==> src/icache_pkg.sv <==
// shared geometry, address fields and array payload types of the instruction cache
// every cache module refers to these by scoped names

package icache_pkg;

  ////////////////////////////////
  // geometry
  ////////////////////////////////

  // physical byte address and fetch word
  localparam int unsigned ADDR_W  = 32;
  localparam int unsigned FETCH_W = 32;
  // one line holds four fetch words
  localparam int unsigned LINE_W  = 128;
  localparam int unsigned WAYS    = 4;
  localparam int unsigned SETS    = 16;
  // address split: tag | index | offset
  localparam int unsigned OFF_W   = 4;
  localparam int unsigned IDX_W   = 4;
  localparam int unsigned TAG_W   = ADDR_W - IDX_W - OFF_W;
  localparam int unsigned WAY_W   = 2;
  // top half of the address space is i/o, never cached
  localparam int unsigned NC_BIT  = 31;

  ////////////////////////////////
  // types
  ////////////////////////////////

  typedef logic [ADDR_W-1:0] addr_t;
  typedef logic [TAG_W-1:0]  tag_t;
  typedef logic [IDX_W-1:0]  idx_t;
  typedef logic [OFF_W-1:0]  off_t;
  typedef logic [LINE_W-1:0] line_t;
  typedef logic [WAYS-1:0]   way_oh_t;
  typedef logic [WAY_W-1:0]  way_t;

  // fills and invalidations share the return channel
  typedef enum logic {
    RTRN_IFILL = 1'b0,
    RTRN_INV   = 1'b1
  } rtrn_type_e;

  // tag array payload, valid bit on top
  typedef struct packed {
    logic vld;
    tag_t tag;
  } tag_entry_t;

  // binary way number to one-hot way enable
  function automatic way_oh_t way_bin2oh(way_t way);
    way_oh_t oh;
    oh      = '0;
    oh[way] = 1'b1;
    return oh;
  endfunction

endpackage

==> src/icache_hit.sv <==
// tag compare over all ways and fetch word select
// word comes from the hit line, or from the return line on a refill
`timescale 1ns/1ps

module icache_hit (
  input  icache_pkg::tag_entry_t        tags_i [icache_pkg::WAYS],
  input  icache_pkg::line_t             lines_i [icache_pkg::WAYS],
  input  icache_pkg::tag_t              tag_i,
  input  icache_pkg::off_t              off_i,
  input  icache_pkg::line_t             rtrn_data_i,
  input  logic                          use_cache_i,
  output logic                          hit_o,
  output icache_pkg::way_oh_t           hit_way_o,
  output logic [icache_pkg::FETCH_W-1:0] data_o
);

  // word number inside the line, byte bits dropped
  logic [icache_pkg::OFF_W-3:0] word_sel;

  assign word_sel = off_i[icache_pkg::OFF_W-1:2];

  for (genvar w = 0; w < icache_pkg::WAYS; w++) begin : gen_cmp
    assign hit_way_o[w] = tags_i[w].vld && (tags_i[w].tag == tag_i);
  end

  // compare result only counts when the lookup is cacheable
  assign hit_o = use_cache_i & (|hit_way_o);

  always_comb begin
    data_o = '0;
    if (use_cache_i) begin
      // and-or mux over the one-hot hit vector
      for (int w = 0; w < icache_pkg::WAYS; w++) begin
        if (hit_way_o[w]) begin
          data_o = data_o | lines_i[w][word_sel * icache_pkg::FETCH_W +: icache_pkg::FETCH_W];
        end
      end
    end else begin
      // nc fills carry the word at its own offset as well
      data_o = rtrn_data_i[word_sel * icache_pkg::FETCH_W +: icache_pkg::FETCH_W];
    end
  end

  // a line is never allocated twice in one set
  always_comb begin
    assert final ($onehot0(hit_way_o))
      else $error("icache: tag found in more than one way");
  end

endmodule

==> config.mk <==
export PLATFORM = sky130hd
export DESIGN_NAME = icache_hit
export DESIGN_NICKNAME = d
export VERILOG_FILES = /design/src/icache_pkg.sv /design/src/icache_hit.sv
export SDC_FILE = /design/constraint.sdc
export NUM_CORES = 1
export LEC_CHECK = 0
export ABC_AREA = 1
export BUFFER_PORTS_ARGS = -buffer_cell sky130_fd_sc_hd__clkbuf_2
export CORE_AREA = 3 3 312 314
export DETAILED_ROUTE_END_ITERATION = 6
export DIE_AREA = 0 0 315 317
export GPL_ROUTABILITY_DRIVEN = 1
export PLACE_DENSITY = 0.32
export SETUP_SLACK_MARGIN = 0.4
export SLEW_MARGIN = 20
export SYNTH_ARGS = -nofsm -noshare
export SYNTH_HDL_FRONTEND = slang
export SYNTH_SLANG_ARGS = --single-unit
==> constraint.sdc <==
create_clock -name vclk -period 1.6
set_input_delay 0.16 -clock vclk [all_inputs]
set_output_delay 0.16 -clock vclk [all_outputs]
set_load 0.03 [all_outputs]
==> impl_results.md <==
* Cell mode on critical path: nor2_4
* Slowest cell delay on critical path at 0.17 ns
* Post-DP HPWL at 73.8 mm
* Vias at 15,300
* Yosys top cell by area: o21ai_0
* Dpl ws at -1.13 ns
* Syn Area/Cell at 4.60 sq um
* Layout cells sized above 1 at 56.8%
* Register area at 0 sq um
* Count leader, synth: nor2_1
* Post-synth top area share at 22.7%
* Core area at 0.0949 sq mm
* Crit-path cells: clkbuf_8 -> buf_6 -> xnor2_2 -> nand2_1 -> nor2_1 -> nand2_1 -> nor2_4 -> buf_12 -> buf_6 -> buf_16 -> nand3_4 -> nand3_4 -> buf_12 -> nor2_4 -> nor2_4 -> buf_8
* First-pass iteration count of the detailed router at 5
* Worst min path class: in -> out
* Chip width at 315 um
* Syn Std Cell Area at 0.00754 sq mm
* Design Power at 4850 uW
* Area delta synth->final at 157%
* Minimum clock period at 2.13 ns
* # setup viols final at 37
* Unrepaired setup endpoints after global routing: true
* Die area at 0.0999 sq mm
* Post-synth top cells: nor2_1 (452), o21ai_0 (342), nand2_1 (203)
* Critical path data required time at 1.44 ns
* Aggregate global-route resource usage at 17.0%
* Peak Freq at 470 MHz
* CP top delay family: buffers and inverters
* Vias in the first global route at 15,700
* Fin crit share at 133%
* Io pins at 806
* Total gr overflow at 0
* Initial antenna violation count at 15
* Routed WL at 91.6 mm
* Pwr Density at 250 mW/mm^2
* Part of the Yosys area used for sequential elements at 0%
* Net Count, Synth at 2,409
* Startpoint Class: primary input
* Clock buffer cells at 0
* Syn Inst Count at 1,640
* Hold_buf cts at 0
* Gp weighted congestion at 0.872
* Input/output buffers at 804
* # rows at 113
* Drt first-iter violations at 691
* Top post-synthesis cells by area: o21ai_0 (23%), nor2_1 (23%), o22ai_1 (13%)
* Slew HR at 69.1%
* Synth Warn # at 0
* Final WS setup at -0.529 ns
* Slew at the pin closest to its max-slew limit at 0.458 ns
* Synth unique cells at 25
* CP Capture Type: output port
* Via density at 3.91
* Final Core Density at 20.4%
* Max stage delay cell, worst path: nor2_4
* WP data arrival at 1.97 ns
* Maximum number of pins on one net before global-route repair at 30
* Routed WL per cell at 23.4 um
* Initial Util at 7.94%
* Leak Pwr at 0.00945 uW
* Critical path class: in -> out
* Violated checks: setup timing
* Setup TNS Final at -16.41 ns
* Placed Instances at 3,850
* Layout Cells excl Fill at 3,921
* Largest fanout on the critical path at 5
* Bufs and invs on worst path at 7
* Status: finished with violations
* FF+latch count at 0
* First-pass GRT wire length at 120 mm
* Die Ht at 317 um
* Routed Antenna Nets at 0
* Worst vdd ir at 0.106 mV
* Layout net count at 3,421
* Max-cap viol count at 0
* Final Max Slew Viols at 0
* Final Hold Viols at 0
* # DRC at 0
-- worst paths after layout --
check | startpoint | endpoint | slack, ns | depth (start not counted)
setup / recovery | tag_i[18] | data_o[12] | -0.53 | 16
hold / removal | rtrn_data_i[9] | data_o[9] | 0.87 | 6
-- layout make-up --
class	count	area [sq um]
Tap cell	1265	1580
Multi-Input combinational cell	1364	8620
Timing Repair inverter	1	8.76
Timing Repair Buffer	1140	8500
Fill cell	11000	75500
Inverter	145	627
Antenna cell	6	15.0
-- where the power goes --
group / leakage, uW / total (uW) / switching [uW] / internal (uW)
sequential: 0 / 0 / 0 / 0
combinational: 0.00945 / 4850 / 2580 / 2270
clock: 0.0000000350 / 0.000423 / 0 / 0.000423
total: 0.00945 / 4850 / 2580 / 2270
-- repair_timing --
item | in CTS | in global routing
hold endpoints to repair | 0 | 0
setup buffers | 29 | 11
resized for setup | 413 | 293
gates cloned | 22 | 3
setup endpoints to repair | 37 | 37
pin swaps | 73 | 102
-- cell usage in the layout, fill, tap and decap left out, drive strengths merged, types with 4 or more instances in the layout --
cell and n:
o21ai 363, diode 6, nand4 5, nor3 4, clkbuf 745, bufbuf 8, nor2 462, nand2 207
xnor2 21, inv 140, clkinv 5, nand3 138, o22ai 160, buf 387
-- metal layers --
layer | track usage (%) | share of wire [%]
met1 | 20.2 | 40
met3 | 1.94 | 5.3
met4 | 1.67 | 1.0
met5 | 0 | 0.022
met2 | 33.4 | 54
-- cell families after synthesis --
logic type	Yosys count	synth area share (%)
and+or+nand+nor	817	44.4
xor gates and xnor gates	21	2.44
AOI/OAI and AO/OA	526	37.7
buffers and inverters	276	15.4
-- stage by stage --
step / instance area [sq um] / hold WS, ns
detailed placement: 15300 / 0.940
floorplan: 7970 / 0.679
global placement: 15300 / 0.957
CTS: 18200 / 0.885
finish: 19400 / 0.868
global route: 19300 / 0.945
Power figures use the tool's default switching activity.
