### src/icache_pkg.sv
// shared geometry, address fields and array payload types of the instruction cache
// every cache module refers to these by scoped names

package icache_pkg;

  ////////////////////////////////
  // geometry
  ////////////////////////////////

  // physical byte address and fetch word
  localparam int unsigned ADDR_W  = 32;
  localparam int unsigned FETCH_W = 32;
  // one line holds four fetch words
  localparam int unsigned LINE_W  = 128;
  localparam int unsigned WAYS    = 4;
  localparam int unsigned SETS    = 16;
  // address split: tag | index | offset
  localparam int unsigned OFF_W   = 4;
  localparam int unsigned IDX_W   = 4;
  localparam int unsigned TAG_W   = ADDR_W - IDX_W - OFF_W;
  localparam int unsigned WAY_W   = 2;
  // top half of the address space is i/o, never cached
  localparam int unsigned NC_BIT  = 31;

  ////////////////////////////////
  // types
  ////////////////////////////////

  typedef logic [ADDR_W-1:0] addr_t;
  typedef logic [TAG_W-1:0]  tag_t;
  typedef logic [IDX_W-1:0]  idx_t;
  typedef logic [OFF_W-1:0]  off_t;
  typedef logic [LINE_W-1:0] line_t;
  typedef logic [WAYS-1:0]   way_oh_t;
  typedef logic [WAY_W-1:0]  way_t;

  // fills and invalidations share the return channel
  typedef enum logic {
    RTRN_IFILL = 1'b0,
    RTRN_INV   = 1'b1
  } rtrn_type_e;

  // tag array payload, valid bit on top
  typedef struct packed {
    logic vld;
    tag_t tag;
  } tag_entry_t;

  // binary way number to one-hot way enable
  function automatic way_oh_t way_bin2oh(way_t way);
    way_oh_t oh;
    oh      = '0;
    oh[way] = 1'b1;
    return oh;
  endfunction

endpackage

### src/icache_repl.sv
// victim way selection for a refill
// first invalid way, otherwise a pseudo-random way from an lfsr
`timescale 1ns/1ps

module icache_repl (
  input  logic                clk_i,
  input  logic                rst_ni,
  input  icache_pkg::way_oh_t vld_i,
  input  logic                advance_i,
  output icache_pkg::way_t    way_o
);

  logic [7:0]       lfsr_q;
  logic             lfsr_fb;
  logic             all_vld;
  icache_pkg::way_t inv_way;

  // lowest numbered invalid way, scan from the top so the lowest wins
  always_comb begin
    inv_way = '0;
    for (int w = icache_pkg::WAYS - 1; w >= 0; w--) begin
      if (!vld_i[w]) begin
        inv_way = icache_pkg::way_t'(w);
      end
    end
  end

  assign all_vld = &vld_i;

  // x^8 + x^6 + x^5 + x^4 + 1, maximal length
  assign lfsr_fb = lfsr_q[7] ^ lfsr_q[5] ^ lfsr_q[4] ^ lfsr_q[3];

  assign way_o = all_vld ? lfsr_q[icache_pkg::WAY_W-1:0] : inv_way;

  // only steps when a fill actually evicts a valid line
  always_ff @(posedge clk_i or negedge rst_ni) begin
    if (!rst_ni) begin
      lfsr_q <= 8'ha5;
    end else if (advance_i && all_vld) begin
      lfsr_q <= {lfsr_q[6:0], lfsr_fb};
    end
  end

endmodule

### config.mk
export PLATFORM = sky130hd
export DESIGN_NAME = icache_repl
export DESIGN_NICKNAME = d
export VERILOG_FILES = /design/src/icache_pkg.sv /design/src/icache_repl.sv
export SDC_FILE = /design/constraint.sdc
export NUM_CORES = 1
export LEC_CHECK = 0
export ABC_AREA = 1
export BUFFER_PORTS_ARGS = -buffer_cell sky130_fd_sc_hd__buf_2
export CAP_MARGIN = 20
export CORE_AREA = 2 2 39 41
export CTS_CLUSTER_SIZE = 30
export DETAILED_ROUTE_END_ITERATION = 6
export DIE_AREA = 0 0 41 43
export PLACE_DENSITY = 0.55
export SYNTH_ARGS = -nofsm -noshare
export SYNTH_HDL_FRONTEND = slang
export SYNTH_SLANG_ARGS = --single-unit
### constraint.sdc
create_clock -name clk_i -period 1.17 [get_ports clk_i]
set_input_delay 0.117 -clock clk_i [delete_from_list [all_inputs] [get_ports clk_i]]
set_output_delay 0.117 -clock clk_i [all_outputs]
set_load 0.05 [all_outputs]
==> results.py <==
metrics = {
    "cts": {
        "cts.sinks": 8,
        "clk_pin_slew_ns": 0.05,
        "cts-root-buf": "clkbuf_4",
        "cts_tree": "built",
        "cts_max_level": 1,
        "insertion_delay_ns": 0.25,
        "clock_path_buffers": 2,
        "cts_made_buffers": 3,
        "post-cts-setup-buffer-count": 0,
    },
    "sta": {
        "finalCriticalPeriod_ns": 1.213,
        "fmaxAchievable_mhz": 824.5,
        "hold_viol_final": 0,
        "slew_headroom": 0.8467,
        "setup_viol": 1,
        "post-route-period-util": 1.037,
        "skew_ns": 0.004952,
        "layout_setup_ws_ns": -0.04283,
        "slew_viol_final": 0,
        "grt_setup_unrepaired": "true",
        "tns_ns": -0.04283,
        "worst_slew_pin_slew_ns": 0.2279,
    },
    "power_and_ir_drop": {
        "leakage_nw": 0.2787,
        "vdd_drop_max_v": 0.0008334,
        "power_density_mw_per_mm2": 1637,
    },
    "placement": {
        "hpwl_um": 570.2,
        "portBuffers": 8,
        "gp_congestion": 0.6482,
        "placed_area_um2": 506.7,
        "dp_slack_ns": 0.1479,
        "dp.cells": 79,
    },
    "synthesis": {
        "ys_seq_elements": 8,
        "synth_compound_area_frac": 0.1477,
        "muxShareOfSynthArea": 0,
        "seq_area_frac_synth": 0.4659,
        "synth_cells": 55,
        "synth_top_area_frac": 0.2386,
        "syn_nets": 62,
        "async_reset_ff_frac": 1.000,
        "synth_top_family_by_area": "simple AND/OR/NAND/NOR gates",
        "synth_cell_types": 15,
        "synth_area_um2": 440.4,
        "synthTopCellsByCount": "21 x nand2_1, 8 x inv_1, 4 x dfrtp_1, 4 x dfstp_2, 4 x o21ai_1",
        "synthFlopType": "dfstp_2",
        "synthAdderAreaFrac": 0,
        "synth-simple-area-share": 0.2983,
        "synth-xor-area-share": 0,
        "synthTopCellsByArea": "dfstp_2 24%, dfrtp_1 23%, nand2_1 18%, inv_1 6.8%, o21ai_2 6.0%",
        "ys_warn_count": 0,
        "synth.avg_cell_area_um2": 8.008,
        "synth_most_common_cell": "nand2_1",
        "yosys.area.top_type": "dfstp_2",
        "synth_edf_count": 0,
    },
    "die": {
        "rows": 14,
        "design.die.area_mm2": 0.001763,
        "die_x_um": 41,
        "ios": 9,
        "core_area_mm2": 0.001384,
        "die_y_um": 43,
        "start_util": 0.3183,
    },
    "layout": {
        "largest_register": "lfsr_q",
        "post-route-util": 0.4005,
        "diodes": 0,
        "nNetsFinal": 76,
        "synthToLayoutAreaGrowth_pct": 25.85,
        "fin_area_um2": 554.3,
        "drive_above_1_share": 0.4179,
        "largest_reg_flops": 8,
        "reg.largest.list": "lfsr_q (8)",
        "fin_cells": 83,
    },
    "global_route": {
        "grt_max_degree": 11,
        "grt_pass1_vias": 336,
        "grt_usage": 0.1037,
        "grt_pass1_wl_um": 1214,
        "antenna_found_initial": 0,
        "grt_overflow": 0,
    },
    "drt": {
        "wl_met2_um": 363,
        "viasPerCell": 4.578,
        "wl_per_cell_um": 8.988,
        "route.top_layer_used": "met4",
        "m1WireLength_um": 345,
        "drt-pass1-iter-count": 4,
        "wl_um": 746,
        "ant_nets": 0,
        "wl_met3_um": 20,
        "drtIter0Drc": 11,
        "route.detailed.drc": 0,
        "vias": 380,
    },
    "setup_path": {
        "cpMaxStageDelayCell": "dfstp_2",
        "path_cells": "nand2_2, o21ai_2, buf_6",
        "critPathKind": "reg2out",
        "cp.arrival_ns": 1.10,
        "critPathMaxStageDelay_ns": 0.54,
        "start_kind": "register",
        "end_kind": "output pin",
        "required_ns": 1.05,
        "path_max_fanout": 3,
    },
    "flow_run": {
        "max_cap_viol_count": 0,
    },
    "min_path": {
        "hold_class": "in2reg",
    },
    "outcome": {
        "outcome": "complete, but fails checks",
        "violations": "negative setup slack",
    },
}
logic make-up after synthesis:
family / Yosys count
AO/OA/AOI/OAI: 10
buffers and inverters: 9
flip-flops: 8
AND/OR/NAND/NOR: 28
power breakdown:
group          switching [mW]  internal [mW]  total [mW]
Clock                  0.0857          0.117       0.203
Combinational           0.158          0.106       0.264
Sequential             0.0552          0.386       0.441
Total                   0.299          0.609       0.908
path summary, 6_finish.rpt:
kind	cells after the start	slack, ns	endpoint	start
max	3	-0.04	way_o[0]	lfsr_q[0]
min	3	0.19	lfsr_q[2]	advance_i
max reg2reg	6	0.21	lfsr_q[0]	lfsr_q[7]
min reg2reg	2	0.48	lfsr_q[2]	lfsr_q[2]
max in group asynchronous	2	0.69	lfsr_q[7]	rst_ni
min in group asynchronous	2	0.24	lfsr_q[1]	rst_ni
routing by layer:
layer / up-vias / track usage
met5: - / 0
met4: 0 / 0.08000
met3: 2 / 0.01571
met2: 11 / 0.1688
met1: 170 / 0.1104
li1: 197 / -
critical path, delay by kind of cell, from the launching register on:
kind / cells / cell delay (ns)
buf+inv: 1 / 0.18
simple gates: 1 / 0.06
flops: 1 / 0.54
compound gates: 1 / 0.07
through the flow:
step	hold WS [ns]	power, mW
after CTS	0.1871	0.9192
final	0.1896	0.9076
after floorplan	-0.1786	0.6386
after global routing	0.1950	0.9844
after detailed placement	-0.03305	0.6990
after global placement	-0.03548	0.6936
layout by cell type, fill, tap and decap left out, types with 2 or more instances in the layout:
master    count
nand2_1      20
nor2_1        2
dfrtp_1       4
buf_2         6
nand2_2       3
o21ai_2       4
dfstp_2       4
clkbuf_4      3
o21ai_1       4
inv_1         7
area by class of cell:
type | instances | area, um^2
fill | 145 | 829.5
clock buffer | 3 | 22.52
timing repair buffer | 9 | 58.81
tap | 16 | 20.02
sequential | 8 | 205.2
multi-input combinational | 38 | 209.0
inverter | 9 | 38.79
timing repair:
item | 4_1_cts | 5_1_grt
gates resized for setup | 3 | 3
hold endpoints to repair | 8 | 0
endpoints found under the setup margin | 2 | 2
cloned | 0 | 0
hold buffers | 1 | 0
(Power assumes the default switching activity.)
