## src/icache_pkg.sv

```systemverilog
// shared geometry, address fields and array payload types of the instruction cache
// every cache module refers to these by scoped names

package icache_pkg;

  ////////////////////////////////
  // geometry
  ////////////////////////////////

  // physical byte address and fetch word
  localparam int unsigned ADDR_W  = 32;
  localparam int unsigned FETCH_W = 32;
  // one line holds four fetch words
  localparam int unsigned LINE_W  = 128;
  localparam int unsigned WAYS    = 4;
  localparam int unsigned SETS    = 16;
  // address split: tag | index | offset
  localparam int unsigned OFF_W   = 4;
  localparam int unsigned IDX_W   = 4;
  localparam int unsigned TAG_W   = ADDR_W - IDX_W - OFF_W;
  localparam int unsigned WAY_W   = 2;
  // top half of the address space is i/o, never cached
  localparam int unsigned NC_BIT  = 31;

  ////////////////////////////////
  // types
  ////////////////////////////////

  typedef logic [ADDR_W-1:0] addr_t;
  typedef logic [TAG_W-1:0]  tag_t;
  typedef logic [IDX_W-1:0]  idx_t;
  typedef logic [OFF_W-1:0]  off_t;
  typedef logic [LINE_W-1:0] line_t;
  typedef logic [WAYS-1:0]   way_oh_t;
  typedef logic [WAY_W-1:0]  way_t;

  // fills and invalidations share the return channel
  typedef enum logic {
    RTRN_IFILL = 1'b0,
    RTRN_INV   = 1'b1
  } rtrn_type_e;

  // tag array payload, valid bit on top
  typedef struct packed {
    logic vld;
    tag_t tag;
  } tag_entry_t;

  // binary way number to one-hot way enable
  function automatic way_oh_t way_bin2oh(way_t way);
    way_oh_t oh;
    oh      = '0;
    oh[way] = 1'b1;
    return oh;
  endfunction

endpackage

```

## src/icache_ctrl.sv

```systemverilog
// controller of the instruction cache: lookup FSM, refill and nc requests,
// flush walk, invalidations, and the enables and addresses of all arrays
`timescale 1ns/1ps

module icache_ctrl (
  input  logic                           clk_i,
  input  logic                           rst_ni,
  // fetch request and response
  input  logic                           req_valid_i,
  input  icache_pkg::addr_t              req_addr_i,
  output logic                           req_ready_o,
  output logic                           rsp_valid_o,
  output logic [icache_pkg::FETCH_W-1:0] rsp_data_o,
  // control
  input  logic                           flush_i,
  input  logic                           en_i,
  output logic                           miss_o,
  // memory request
  output logic                           mem_req_valid_o,
  input  logic                           mem_req_ready_i,
  output icache_pkg::addr_t              mem_req_addr_o,
  output logic                           mem_req_nc_o,
  output icache_pkg::way_t               mem_req_way_o,
  // memory return, line data goes straight to the arrays
  input  logic                           mem_rtrn_valid_i,
  input  icache_pkg::rtrn_type_e         mem_rtrn_type_i,
  input  icache_pkg::idx_t               mem_rtrn_inv_idx_i,
  input  logic                           mem_rtrn_inv_all_i,
  input  icache_pkg::way_t               mem_rtrn_inv_way_i,
  // tag arrays
  output icache_pkg::way_oh_t            tag_req_o,
  output logic                           tag_we_o,
  output icache_pkg::idx_t               tag_addr_o,
  output icache_pkg::tag_entry_t         tag_wdata_o,
  input  icache_pkg::tag_entry_t         tag_rdata_i [icache_pkg::WAYS],
  // data arrays
  output icache_pkg::way_oh_t            data_req_o,
  output logic                           data_we_o,
  output icache_pkg::idx_t               data_addr_o,
  // compare logic
  input  logic                           hit_i,
  input  logic [icache_pkg::FETCH_W-1:0] hit_word_i,
  output icache_pkg::tag_t               tag_o,
  output icache_pkg::off_t               off_o,
  output logic                           use_cache_o,
  // replacement
  input  icache_pkg::way_t               repl_way_i,
  output logic                           repl_advance_o
);

  typedef enum logic [1:0] {FLUSH, IDLE, READ, MISS} state_e;

  state_e            state_d, state_q;
  icache_pkg::addr_t addr_q;
  icache_pkg::idx_t  flush_cnt_d, flush_cnt_q;
  icache_pkg::idx_t  rd_idx;
  icache_pkg::way_t  repl_way_q;
  logic              cache_en_d, cache_en_q;
  logic              flush_d, flush_q;
  logic              inv_en, inv_q;
  logic              run_q;
  logic              accept, nc;
  logic              rd_en, fill_en, flush_en, flush_done;

  //////////////////////////////
  // address plumbing
  //////////////////////////////

  assign accept = req_valid_i & req_ready_o;
  // lookup index, fills reuse the registered one
  assign rd_idx = accept ? req_addr_i[icache_pkg::OFF_W +: icache_pkg::IDX_W]
                         : addr_q[icache_pkg::OFF_W +: icache_pkg::IDX_W];

  assign tag_o = addr_q[icache_pkg::ADDR_W-1 -: icache_pkg::TAG_W];
  assign off_o = addr_q[icache_pkg::OFF_W-1:0];

  // i/o space or a disabled cache goes around the arrays
  assign nc          = ~cache_en_q | addr_q[icache_pkg::NC_BIT];
  assign use_cache_o = (state_q == READ) & ~nc;
  assign rsp_data_o  = hit_word_i;

  // nc reads are word sized, refills are whole lines
  assign mem_req_addr_o = nc ? {addr_q[icache_pkg::ADDR_W-1:2], 2'b00}
                             : {addr_q[icache_pkg::ADDR_W-1:icache_pkg::OFF_W],
                                {icache_pkg::OFF_W{1'b0}}};
  assign mem_req_nc_o   = nc;
  // tag read data is held while the request waits, so the victim is stable
  assign mem_req_way_o  = repl_way_i;

  assign inv_en = mem_rtrn_valid_i & (mem_rtrn_type_i == icache_pkg::RTRN_INV);

  //////////////////////////////
  // FSM
  //////////////////////////////

  always_comb begin
    state_d         = state_q;
    cache_en_d      = cache_en_q;
    flush_d         = flush_q | flush_i;
    req_ready_o     = 1'b0;
    rsp_valid_o     = 1'b0;
    mem_req_valid_o = 1'b0;
    miss_o          = 1'b0;
    rd_en           = 1'b0;
    fill_en         = 1'b0;
    flush_en        = 1'b0;

    unique case (state_q)
      // walk all sets and clear every valid bit
      FLUSH: begin
        flush_en = 1'b1;
        if (flush_done) begin
          state_d    = IDLE;
          flush_d    = 1'b0;
          cache_en_d = en_i;
        end
      end
      // disable takes effect here, enable goes through a flush
      IDLE: begin
        cache_en_d = cache_en_q & en_i;
        if (flush_d || (en_i && !cache_en_q)) begin
          state_d = FLUSH;
        end else if (run_q && !mem_rtrn_valid_i) begin
          // a valid return would need the tag port
          req_ready_o = 1'b1;
          if (req_valid_i) begin
            rd_en   = 1'b1;
            state_d = READ;
          end
        end
      end
      // arrays are out, decide hit or miss
      READ: begin
        if (inv_q) begin
          // tags may be stale, look again
          rd_en = 1'b1;
        end else if (hit_i) begin
          rsp_valid_o = 1'b1;
          cache_en_d  = cache_en_q & en_i;
          state_d     = IDLE;
          // back to back lookup unless a flush is pending
          if (!mem_rtrn_valid_i && !flush_d) begin
            req_ready_o = 1'b1;
            if (req_valid_i) begin
              rd_en   = 1'b1;
              state_d = READ;
            end
          end
        end else begin
          // miss, or nc access through the same path
          mem_req_valid_o = 1'b1;
          if (mem_req_ready_i) begin
            miss_o  = ~nc;
            state_d = MISS;
          end
        end
      end
      // wait for the fill, nc data is not written
      MISS: begin
        if (mem_rtrn_valid_i && mem_rtrn_type_i == icache_pkg::RTRN_IFILL) begin
          rsp_valid_o = 1'b1;
          fill_en     = ~nc;
          state_d     = IDLE;
        end
      end
      default: begin
        state_d = IDLE;
      end
    endcase
  end

  //////////////////////////////
  // flush walk and arrays
  //////////////////////////////

  assign flush_done  = (flush_cnt_q == icache_pkg::idx_t'(icache_pkg::SETS - 1));
  assign flush_cnt_d = !flush_en  ? flush_cnt_q :
                       flush_done ? '0          :
                                    flush_cnt_q + 1'b1;

  // flush over invalidation over fill and lookup
  assign tag_addr_o  = flush_en ? flush_cnt_q        :
                       inv_en   ? mem_rtrn_inv_idx_i :
                                  rd_idx;
  assign tag_we_o    = flush_en | inv_en | fill_en;
  assign tag_wdata_o = '{vld: fill_en, tag: tag_o};

  always_comb begin
    if (flush_en) begin
      tag_req_o = '1;
    end else if (inv_en) begin
      tag_req_o = mem_rtrn_inv_all_i ? '1 : icache_pkg::way_bin2oh(mem_rtrn_inv_way_i);
    end else if (fill_en) begin
      tag_req_o = icache_pkg::way_bin2oh(repl_way_q);
    end else begin
      tag_req_o = rd_en ? '1 : '0;
    end
  end

  // line data only moves on lookups and fills
  assign data_addr_o = rd_idx;
  assign data_we_o   = fill_en;
  assign data_req_o  = rd_en   ? '1                                  :
                       fill_en ? icache_pkg::way_bin2oh(repl_way_q)  :
                                 '0;

  assign repl_advance_o = fill_en;

  //////////////////////////////
  // registers
  //////////////////////////////

  always_ff @(posedge clk_i) begin
    if (accept) begin
      addr_q <= req_addr_i;
    end
  end

  always_ff @(posedge clk_i or negedge rst_ni) begin
    if (!rst_ni) begin
      state_q     <= IDLE;
      cache_en_q  <= 1'b0;
      flush_q     <= 1'b0;
      inv_q       <= 1'b0;
      flush_cnt_q <= '0;
      repl_way_q  <= '0;
      run_q       <= 1'b0;
    end else begin
      state_q     <= state_d;
      cache_en_q  <= cache_en_d;
      flush_q     <= flush_d;
      // a raised memory request is already committed to its miss
      inv_q       <= inv_en & ~mem_req_valid_o;
      flush_cnt_q <= flush_cnt_d;
      run_q       <= 1'b1;
      // victim for the coming fill
      if (state_q == READ) begin
        repl_way_q <= repl_way_i;
      end
    end
  end

  a_state_legal: assert property (@(posedge clk_i) disable iff (!rst_ni)
    state_q inside {FLUSH, IDLE, READ, MISS})
    else $error("icache: controller in illegal state");

  // fill, invalidation and flush walk share the tag port
  a_fill_excl: assert property (@(posedge clk_i) disable iff (!rst_ni)
    fill_en |-> !(inv_en || flush_en))
    else $error("icache: fill collides with invalidation or flush");

endmodule

```

## config.mk

```make
export PLATFORM = sky130hd
export DESIGN_NAME = icache_ctrl
export DESIGN_NICKNAME = d
export VERILOG_FILES = /design/src/icache_pkg.sv /design/src/icache_ctrl.sv
export SDC_FILE = /design/constraint.sdc
export NUM_CORES = 1
export LEC_CHECK = 0
export BUFFER_PORTS_ARGS = -buffer_cell sky130_fd_sc_hd__buf_2
export CORE_AREA = 2 2 128 130
export DETAILED_ROUTE_END_ITERATION = 12
export DIE_AREA = 0 0 130 132
export GPL_ROUTABILITY_DRIVEN = 0
export PLACE_DENSITY = 0.57
export REMOVE_ABC_BUFFERS = 1
export SETUP_SLACK_MARGIN = 0.3
export SLEW_MARGIN = 20
export SYNTH_ARGS = -nofsm -noshare
export SYNTH_HDL_FRONTEND = slang
export SYNTH_SLANG_ARGS = --single-unit
```

## constraint.sdc

```tcl
create_clock -name clk_i -period 4.4 [get_ports clk_i]
set_clock_uncertainty 0.15 [all_clocks]
set_input_delay 1.32 -clock clk_i [delete_from_list [all_inputs] [get_ports clk_i]]
set_output_delay 1.32 -clock clk_i [all_outputs]
set_load 0.005 [all_outputs]
```

==> flow_summary.json, run 1 <==
{
  "critPathMaxFanout": 7,
  "count_of_flip_flops_with_a_built_in_enable_after_synthesis": 32,
  "fin_crit_sh_pct": 90.9,
  "power-per-cell-area_mw_per_mm2": 402,
  "drt-total-wl_um": 9600,
  "dominant_combinational_cell_family_by_area_after_synthesis": "buffers and inverters",
  "ys_dominant_reg_cell": "sky130_fd_sc_hd__edfxtp_1",
  "leakage_nw": 1.54,
  "timing.critical_path.arrival_ns": 2.53,
  "synth_largest_type_area_fraction_pct": 36.0,
  "grt_start_max_net_pins": 33,
  "fillers": 1712,
  "synth_seq_cells": 44,
  "worstHoldPathType": "reg -> reg",
  "min_delay_path_depth": 1,
  "clock.fmax_ghz": 0.250,
  "syn-cell-area_mm2": 0.00267,
  "report.final.slew_viol_count": 0,
  "finalSetupViolCount": 0,
  "hold-path-endpoint": "cache_en_q",
  "chipHeight_um": 132,
  "design.core.area_mm2": 0.0157,
  "cts_hold_buf": 0,
  "min-delay-start": "cache_en_q",
  "hold_viol": 0,
  "floorplan.initialDensity_pct": 17.0,
  "clk_root_buffer_cell": "sky130_fd_sc_hd__clkbuf_16",
  "synth-simple-area-share_pct": 12.1,
  "yosys.area.top_type": "sky130_fd_sc_hd__edfxtp_1",
  "required_ns": 2.93,
  "clock-sinks": 44,
  "yosys-mux-area-fraction_pct": 2.48,
  "layout.cells.most_common_list": "sky130_fd_sc_hd__buf_2, sky130_fd_sc_hd__edfxtp_1, sky130_fd_sc_hd__nand2_1, sky130_fd_sc_hd__dfrtp_1",
  "run_status": "completed",
  "insertedDiodeCount": 0,
  "drive_above_1_share_pct": 57.3,
  "die_width_um": 130,
  "report.power.total_w": 0.00136,
  "grt_remaining_overflow": 0,
  "globalRouteTotalUtil_pct": 11.0,
  "synthXorXnorAreaFrac_pct": 0.328,
  "critical_path_class": "in -> out",
  "cts.path.max_buffers": 2,
  "detail_route.first_pass.iterations": 4,
  "worst_slew_pin_slew_ns": 0.620,
  "grt_pass1_vias": 2097,
  "floorplan.die_area_mm2": 0.0172,
  "r2r.worst_path.cells": 5,
  "wl_per_cell_um": 17.4,
  "post_synth_main_area_contributors": "sky130_fd_sc_hd__edfxtp_1, sky130_fd_sc_hd__buf_4, sky130_fd_sc_hd__dfrtp_1",
  "cts_tree": "built",
  "finish.net_count": 524,
  "synth_compound_area_share_pct": 9.00,
  "synth_area_per_cell_um2": 10.7,
  "synthToLayoutAreaGrowth_pct": 27.1,
  "final_period_minus_worst_setup_slack_ns": 4.00,
  "capture_point_of_the_worst_reg_to_reg_path": "addr_q[26]",
  "post_synth_fa_ha_maj_area_fraction_pct": 2.81,
  "clk_latency_ns": 0.29,
  "final_core_util_pct": 21.6,
  "top_level_ports": 326,
  "slew_headroom_pct": 58.6,
  "yosys.cell_types.count": 37,
  "layout.cells.most_common": "sky130_fd_sc_hd__buf_2",
  "drc": 0,
  "vias_per_cell": 3.79,
  "worstReg2RegStart": "state_q[0]",
  "place.port_buffers": 159,
  "initial_drt_markers": 86,
  "reg2reg_setup_slack_ns": 1.98,
  "synth-async-reset-ratio_pct": 27.3,
  "final.setup.tns_ns": 0,
  "cap_viol_max_count": 0,
  "worst_case_vdd_ir_drop_v": 0.000249,
  "ys_seq_area_share_pct": 47.3,
  "timing.critical_path.from_type": "input port",
  "grt_setup_unrepaired": "false",
  "cts-buffers-inserted": 5,
  "dpl.hpwl_um": 8180,
  "route.vias.total": 2095,
  "setup_slack_of_the_critical_path_after_layout_ns": 0.398,
  "htree_levels": 2,
  "synth-warning-count": 0,
  "synthCells": 249,
  "crit_path_end_kind": "primary output",
  "number_of_antenna_violations_at_the_first_check_in_global_routing": 0,
  "std_cell_rows": 46,
  "grt_pass1_wl_um": 13300,
  "clkSlewWorstSetupHoldPaths_ns": 0.06,
  "dpl_worst_slack_ns": 0.226,
  "antenna_violating_nets_post_route": 0
}
[worst max-delay path: stages]
cell                      delay [ns]
sky130_fd_sc_hd__buf_6          0.11
sky130_fd_sc_hd__nor4b_4        0.31
sky130_fd_sc_hd__buf_4          0.18
sky130_fd_sc_hd__buf_6          0.11
sky130_fd_sc_hd__nand4_1        0.14
sky130_fd_sc_hd__a31oi_2        0.21
sky130_fd_sc_hd__buf_2          0.14
[where the power goes]
group / switching, W / total, W / internal [W] / leakage, nW
logic: 0.000211 / 0.000396 / 0.000186 / 1.03
registers: 0.0000475 / 0.000538 / 0.000490 / 0.432
clock network: 0.000163 / 0.000430 / 0.000267 / 0.0814
[metal layers]
layer  track usage [%]  share of wire [%]
met1              13.7                 42
met2              15.0                 40
met3              7.95                 16
met4              2.87                1.4
met5              2.35               0.49
[Yosys cell counts, types with 2 or more instances]
cell type	n
sky130_fd_sc_hd__nor2_1	5
sky130_fd_sc_hd__edfxtp_1	32
sky130_fd_sc_hd__nor2b_1	3
sky130_fd_sc_hd__a21oi_1	8
sky130_fd_sc_hd__nand4_1	5
sky130_fd_sc_hd__nor3_1	2
sky130_fd_sc_hd__mux2_2	5
sky130_fd_sc_hd__o31ai_1	5
sky130_fd_sc_hd__a31oi_1	8
sky130_fd_sc_hd__nand3_1	2
sky130_fd_sc_hd__clkbuf_1	3
sky130_fd_sc_hd__nand2_1	18
sky130_fd_sc_hd__o22a_1	2
sky130_fd_sc_hd__buf_4	86
sky130_fd_sc_hd__inv_1	8
sky130_fd_sc_hd__dfrtp_1	11
sky130_fd_sc_hd__ha_1	6
sky130_fd_sc_hd__nand3b_1	4
sky130_fd_sc_hd__nand2b_1	8
sky130_fd_sc_hd__conb_1	2
sky130_fd_sc_hd__and2_1	3
sky130_fd_sc_hd__o21ai_0	8
[final cells by class]
type | count | area, um2 | share of cell area, %
Clock inverter | 3 | 42.5 | 1.25
Inverter | 8 | 30.0 | 0.885
Clock buffer | 5 | 125 | 3.69
Multi-Input combinational cell | 109 | 783 | 23.1
Tap cell | 216 | 270 | 7.96
Sequential cell | 44 | 1260 | 37.2
Timing Repair Buffer | 168 | 880 | 25.9
[logic make-up after synthesis]
kind of cell / after synthesis
AND/OR/NAND/NOR: 56
multiplexers: 6
buffers and inverters: 97
flip-flops: 44
AO/OA/AOI/OAI: 37
other: 2
adder cells (fa/ha/maj): 6
XOR/XNOR: 1
[per-stage QoR]
stage,cells,hold slack [ns],cell area [um2]
2_1_floorplan,161,0.325,2020
3_3_place_gp,540,0.346,3120
3_5_place_dp,540,0.365,3120
4_1_cts,548,0.382,3330
5_1_grt,553,0.414,3390
6_report,553,0.392,3390
[repair_timing]
item	CTS	global route
gates cloned	0	0
endpoints found under the setup margin	5	16
hold endpoints to repair	0	0
resized for setup	9	12
setup buffers	0	5
pin swaps	1	11
[registers in the layout, summed over array words and instances, names as in the netlist]
register and count:
run_q 1, repl_way_q 2, flush_cnt_q 4, inv_q 1, flush_q 1, state_q 2
cache_en_q 1, addr_q 32
[how the worst max path moves through the flow]
stage	start	to	slack, ns	cells past startpoint
2_1_floorplan	flush_i	addr_q[0]	0.61	3
3_5_place_dp	en_i	tag_addr_o[1]	0.23	6
4_1_cts	en_i	tag_addr_o[1]	0.31	6
3_3_place_gp	en_i	tag_addr_o[1]	0.23	6
5_1_grt	en_i	data_req_o[2]	0.31	7
6_report	mem_rtrn_valid_i	tag_addr_o[1]	0.40	7
Power figures use the tool's default switching activity.
==> run 2: changes to the inputs <==
--- a/config.mk
+++ b/config.mk
@@ -7,6 +7,7 @@
 export LEC_CHECK = 0
 export BUFFER_PORTS_ARGS = -buffer_cell sky130_fd_sc_hd__buf_2
 export CORE_AREA = 2 2 128 130
+export CTS_CLUSTER_DIAMETER = 80
 export DETAILED_ROUTE_END_ITERATION = 12
 export DIE_AREA = 0 0 130 132
 export GPL_ROUTABILITY_DRIVEN = 0
==> constraint.sdc (replaced) <==
create_clock -name clk_i -period 4.4 [get_ports clk_i]
set_clock_uncertainty 0.15 [all_clocks]
set_input_delay 0.44 -clock clk_i [delete_from_list [all_inputs] [get_ports clk_i]]
set_output_delay 0.44 -clock clk_i [all_outputs]
set_load 0.005 [all_outputs]
==> run 2 against run 1 <==
Via count fell by 0.29%. First-iteration DRC count fell by 20%. Setup slack improved by 0.83 ns. Critical path type is now reg -> out. Largest cell class unchanged. Clock power rose by 1%. Combinational power fell by 6.6%. Fmax rose by 26%. Total power fell by 1.4%. Wire length fell by 0.30%.
==> flow_summary.json, run 2 (synthesized netlist as in run 1, its figures left out) <==
{
  "run_status": "completed",
  "post_cts_buffers": 0,
  "hold_viol": 0,
  "report.power.total_w": 0.00134,
  "synthToLayoutAreaGrowth_pct": 22.4,
  "std_cell_rows": 46,
  "number_of_antenna_violations_at_the_first_check_in_global_routing": 0,
  "placement.cell_area_mm2": 0.00309,
  "clock-sinks": 44,
  "timing.critical_path.arrival_ns": 2.58,
  "floorplan.die_area_mm2": 0.0172,
  "report.final.slew_viol_count": 0,
  "cap_viol_max_count": 0,
  "drc": 0,
  "cts_resized": 0,
  "final_period_minus_worst_setup_slack_ns": 3.17,
  "crit_slowest_cell": "sky130_fd_sc_hd__a21oi_1",
  "wl_per_cell_um": 17.6,
  "cts_tree": "built",
  "worstHoldPathType": "in -> reg",
  "clk_latency_ns": 0.29,
  "insertedDiodeCount": 0,
  "fin_crit_sh_pct": 72.1,
  "critPathMaxFanout": 18,
  "drive_above_1_share_pct": 53.5,
  "initial_drt_markers": 69,
  "finalSetupViolCount": 0,
  "largest_registers": "addr_q: 32 flops, flush_cnt_q: 4 flops",
  "power-per-cell-area_mw_per_mm2": 411,
  "worst_slew_pin_slew_ns": 0.884,
  "timing.critical_path.slowest_cell_delay_ns": 0.76,
  "final.setup.tns_ns": 0,
  "floorplan.initialDensity_pct": 17.0,
  "slew_headroom_pct": 40.9,
  "layout.cells.most_common": "sky130_fd_sc_hd__buf_2",
  "required_ns": 3.81,
  "cts.path.max_buffers": 2,
  "clkSlewWorstSetupHoldPaths_ns": 0.07,
  "worst-path-buf-inv": 2,
  "holdWs_ns": 0.164,
  "grt_start_max_net_pins": 33,
  "route.vias.total": 2089,
  "leakage_nw": 1.48,
  "detail_route.first_pass.iterations": 4,
  "vias_per_cell": 3.83,
  "worst_case_vdd_ir_drop_v": 0.000207,
  "finish.net_count": 516,
  "postLayoutCellArea_mm2": 0.00327,
  "layout.cells.most_common_list": "sky130_fd_sc_hd__buf_2, sky130_fd_sc_hd__edfxtp_1, sky130_fd_sc_hd__nand2_1, sky130_fd_sc_hd__dfrtp_1",
  "largest_register": "addr_q",
  "grt_pass1_wl_um": 13100,
  "drt-total-wl_um": 9580,
  "place.port_buffers": 159,
  "critical_path_class": "reg -> out",
  "grt_pass1_vias": 2025,
  "antenna_violating_nets_post_route": 0,
  "grt_setup_unrepaired": "false",
  "timing.critical_path.from_type": "flip-flop",
  "largest_reg_flops": 32,
  "dpl.hpwl_um": 8180,
  "crit_path_end_kind": "primary output",
  "crit_family": "compound AO/OA/AOI/OAI gates",
  "globalRouteTotalUtil_pct": 10.9,
  "top_level_ports": 326,
  "grt_remaining_overflow": 0,
  "finalNonFillerCells": 545,
  "design.core.area_mm2": 0.0157,
  "numPlacedInstances": 536,
  "worstPathCellList": "inv_1 > ha_1 > a21oi_1 > a31oi_1 > buf_2",
  "die_width_um": 130,
  "htree_levels": 2,
  "cts_hold_buf": 1,
  "clk_root_buffer_cell": "sky130_fd_sc_hd__clkbuf_16",
  "clock.fmax_ghz": 0.315,
  "chipHeight_um": 132,
  "cts-buffers-inserted": 5
}
-- run 2: cell count changes in the layout (fill, tap and decap cells not counted), sizes merged --
cell,previous run,this run
buf,168,159
dlygate4sd3,0,1
-- run 2: where the power goes --
group	total, W	switching (W)	internal, W
sequential	0.000539	0.0000481	0.000490
combinational	0.000370	0.000202	0.000168
clock	0.000436	0.000169	0.000267
total	0.00134	0.000419	0.000925
-- run 2: area by class of cell --
type                            instances  area, um2
Multi-Input combinational cell        109        732
Sequential cell                        44       1260
Timing Repair Buffer                  160        806
Fill cell                            1717      12400
Clock inverter                          3       42.5
Clock buffer                            5        125
Tap cell                              216        270
Inverter                                8       30.0
-- run 2: worst paths after layout --
check,start,endpoint,slack (ns),depth (start not counted)
max,state_q[0],tag_addr_o[1],1.23,5
min,req_addr_i[9],addr_q[9],0.16,1
max reg2reg,state_q[0],addr_q[15],1.70,4
min reg2reg,cache_en_q,cache_en_q,0.36,1
max in group asynchronous,rst_ni,state_q[0],3.40,2
min in group asynchronous,rst_ni,flush_q,0.42,2
-- run 2: metal layers --
metal	track usage [%]	up-vias	wire length, um
met2	14.8	183	3820
li1	-	937	-
met1	13.9	959	4130
met5	2.35	-	47
met4	2.87	2	113
met3	7.35	8	1460
-- run 2: through the flow --
step,setup WS [ns],utilization [%]
final,1.23,20.8
after global routing,1.04,20.8
after CTS,1.15,20.8
after detailed placement,1.48,19.7
after global placement,1.54,19.7
after floorplan,1.31,-
==> run 3: changes to the inputs <==
--- a/config.mk
+++ b/config.mk
@@ -6,12 +6,12 @@
 export NUM_CORES = 1
 export LEC_CHECK = 0
 export BUFFER_PORTS_ARGS = -buffer_cell sky130_fd_sc_hd__buf_2
-export CORE_AREA = 2 2 128 130
+export CORE_AREA = 2 2 127 129
 export CTS_CLUSTER_DIAMETER = 80
 export DETAILED_ROUTE_END_ITERATION = 12
-export DIE_AREA = 0 0 130 132
+export DIE_AREA = 0 0 129 131
 export GPL_ROUTABILITY_DRIVEN = 0
-export PLACE_DENSITY = 0.57
+export PLACE_DENSITY = 0.6
 export REMOVE_ABC_BUFFERS = 1
 export SETUP_SLACK_MARGIN = 0.3
 export SLEW_MARGIN = 20
==> constraint.sdc (replaced) <==
create_clock -name clk_i -period 2.55 [get_ports clk_i]
set_clock_uncertainty 0.15 [all_clocks]
set_input_delay 0.255 -clock clk_i [delete_from_list [all_inputs] [get_ports clk_i]]
set_output_delay 0.255 -clock clk_i [all_outputs]
set_load 0.005 [all_outputs]
==> run 3 against run 2 <==
Clock-buffer cell count unchanged. Total power rose by 92%. Register-to-register slack got worse by 1.1 ns. Sequential power up 76%. Cell count is 8.8% higher. Non-clock buffer count grew 48. Combinational power increased by 140%. Wire length down 2.1%. Setup slack got worse by 1.0 ns. Worst hold slack got worse by 0.14 ns. Clock power rose by 72%. Die area down 1.5%. Highest routed layer unchanged.
==> flow_summary.json, run 3 (synthesized netlist as in run 1, its figures left out) <==
{
  "run_status": "completed",
  "timing.critical_path.slowest_cell_delay_ns": 0.62,
  "largest_reg_flops": 32,
  "detail_route.first_pass.iterations": 6,
  "numPlacedInstances": 541,
  "finalNonFillerCells": 593,
  "setup_slack_of_the_critical_path_after_layout_ns": 0.232,
  "dpl.hpwl_um": 7290,
  "cts-buffers-inserted": 5,
  "timing.critical_path.from_type": "flip-flop",
  "finish.net_count": 564,
  "insertedDiodeCount": 0,
  "clk_root_buffer_cell": "sky130_fd_sc_hd__clkbuf_16",
  "top_signal_layer_used": "met5",
  "final_period_minus_worst_setup_slack_ns": 2.32,
  "layout.cells.most_common": "sky130_fd_sc_hd__buf_2",
  "holdWs_ns": 0.0198,
  "worst_case_vdd_ir_drop_v": 0.000225,
  "grt_pass1_wl_um": 13000,
  "number_of_antenna_violations_at_the_first_check_in_global_routing": 1,
  "cts_tree": "built",
  "drt-total-wl_um": 9380,
  "crit_slowest_cell": "sky130_fd_sc_hd__dfstp_2",
  "worst-path-buf-inv": 2,
  "drive_above_1_share_pct": 59.4,
  "synthToLayoutAreaGrowth_pct": 48.2,
  "report.final.slew_viol_count": 0,
  "design.core.area_mm2": 0.0156,
  "clk_latency_ns": 0.29,
  "htree_levels": 2,
  "route.vias.total": 2233,
  "hold_viol": 0,
  "final_core_util_pct": 25.4,
  "clock-sinks": 44,
  "cap_viol_max_count": 0,
  "crit_path_end_kind": "primary output",
  "grt_start_max_net_pins": 33,
  "required_ns": 2.14,
  "timing.critical_path.arrival_ns": 1.91,
  "finalSetupViolCount": 0,
  "critical_path_class": "reg -> out",
  "cts.path.max_buffers": 2,
  "worstHoldPathType": "in -> reg",
  "largest_register": "addr_q",
  "chipHeight_um": 131,
  "grt_pass1_vias": 2189,
  "largest_registers": "addr_q: 32 flops, flush_cnt_q: 4 flops",
  "antenna_violating_nets_post_route": 0,
  "floorplan.die_area_mm2": 0.0169,
  "grt_setup_unrepaired": "true",
  "top_level_ports": 326,
  "globalRouteTotalUtil_pct": 10.8,
  "crit_family": "flip-flops",
  "std_cell_rows": 46,
  "power-per-cell-area_mw_per_mm2": 653,
  "fin_crit_sh_pct": 90.9,
  "initial_drt_markers": 107,
  "floorplan.initialDensity_pct": 17.1,
  "critPathMaxFanout": 5,
  "clkSlewWorstSetupHoldPaths_ns": 0.06,
  "die_width_um": 129,
  "place.port_buffers": 159,
  "wl_per_cell_um": 15.8,
  "met3WireLength_um": 1570,
  "layout.cells.most_common_list": "sky130_fd_sc_hd__buf_2, sky130_fd_sc_hd__edfxtp_1, sky130_fd_sc_hd__dlygate4sd3_1, sky130_fd_sc_hd__nand2_1, sky130_fd_sc_hd__buf_4",
  "leakage_nw": 1.76,
  "grt_remaining_overflow": 0,
  "reg2reg_setup_slack_ns": 0.59,
  "worstPathCellList": "inv_4 > ha_4 > and2_4 > o311ai_4 > a31oi_1 > buf_2",
  "clock.fmax_ghz": 0.431,
  "drc": 0,
  "detail_route.wirelength.met1_um": 4020,
  "wl_met2_um": 3570,
  "vias_per_cell": 3.77,
  "dpl_worst_slack_ns": 0.215
}
## run 3: cell types whose count changed in the layout (fill, tap and decap cells not counted), moves of 4 or more
| cell | before | now |
|---|---|---|
| sky130_fd_sc_hd__buf_4 | 0 | 14 |
| sky130_fd_sc_hd__nand2_1 | 18 | 14 |
| sky130_fd_sc_hd__ha_4 | 0 | 4 |
| sky130_fd_sc_hd__buf_6 | 0 | 4 |
| sky130_fd_sc_hd__o21ai_0 | 8 | 4 |
| sky130_fd_sc_hd__dlygate4sd3_1 | 1 | 30 |
| sky130_fd_sc_hd__ha_1 | 6 | 2 |
## run 3: repair_timing
item | in CTS | in global routing
setup buffers | 7 | 7
setup endpoints to repair | 18 | 18
hold buffers | 30 | 0
hold endpoints to repair | 41 | 0
resized for setup | 34 | 25
pin swaps | 5 | 20
## run 3: worst register-to-register path, cell delays in order (launching register included)
cell and delay [ns]:
sky130_fd_sc_hd__dfstp_2 0.62, sky130_fd_sc_hd__inv_4 0.07, sky130_fd_sc_hd__ha_4 0.18, sky130_fd_sc_hd__and2_4 0.16, sky130_fd_sc_hd__a21oi_1 0.19, sky130_fd_sc_hd__o211ai_1 0.18, sky130_fd_sc_hd__mux2_2 0.30
## run 3: path summary, 6_finish.rpt
kind                                from            to  depth (start not counted)
setup reg to reg              state_q[0]    state_q[1]                          6
hold / removal             req_addr_i[4]     addr_q[4]                          1
max in group asynchronous         rst_ni    state_q[0]                          2
setup / recovery              state_q[0]  tag_req_o[1]                          6
hold reg to reg               cache_en_q    cache_en_q                          1
min in group asynchronous         rst_ni       flush_q                          2
## run 3: power by group
group,internal [W],total [W],switching (W)
Clock,0.000461,0.000750,0.000289
Combinational,0.000473,0.000887,0.000414
Sequential,0.000846,0.000946,0.0000994
Total,0.00178,0.00258,0.000802
## run 3: layout make-up
| class | count | area [um2] |
|---|---|---|
| clock buffers | 5 | 125 |
| clock inverters | 3 | 42.5 |
| fillers | 1686 | 11600 |
| inverters | 8 | 37.5 |
| multi-input cells | 109 | 941 |
| flip-flops and latches | 44 | 1260 |
| well taps | 216 | 270 |
| repair buffers | 208 | 1280 |
## run 3: stage by stage
stage	setup TNS (ns)	instance area, um2	total power, W
detailed placement	0	3140	0.00160
finish	0	3960	0.00258
global route	0	3960	0.00273
floorplan	-17.25	2020	0.00131
global placement	0	3140	0.00158
CTS	0	3790	0.00249
## run 3: layer usage
metal	vias up	global-route usage, %
met5	-	2.94
met4	4	2.69
met3	12	8.75
met2	181	14.5
met1	1006	13.0
li1	1030	-
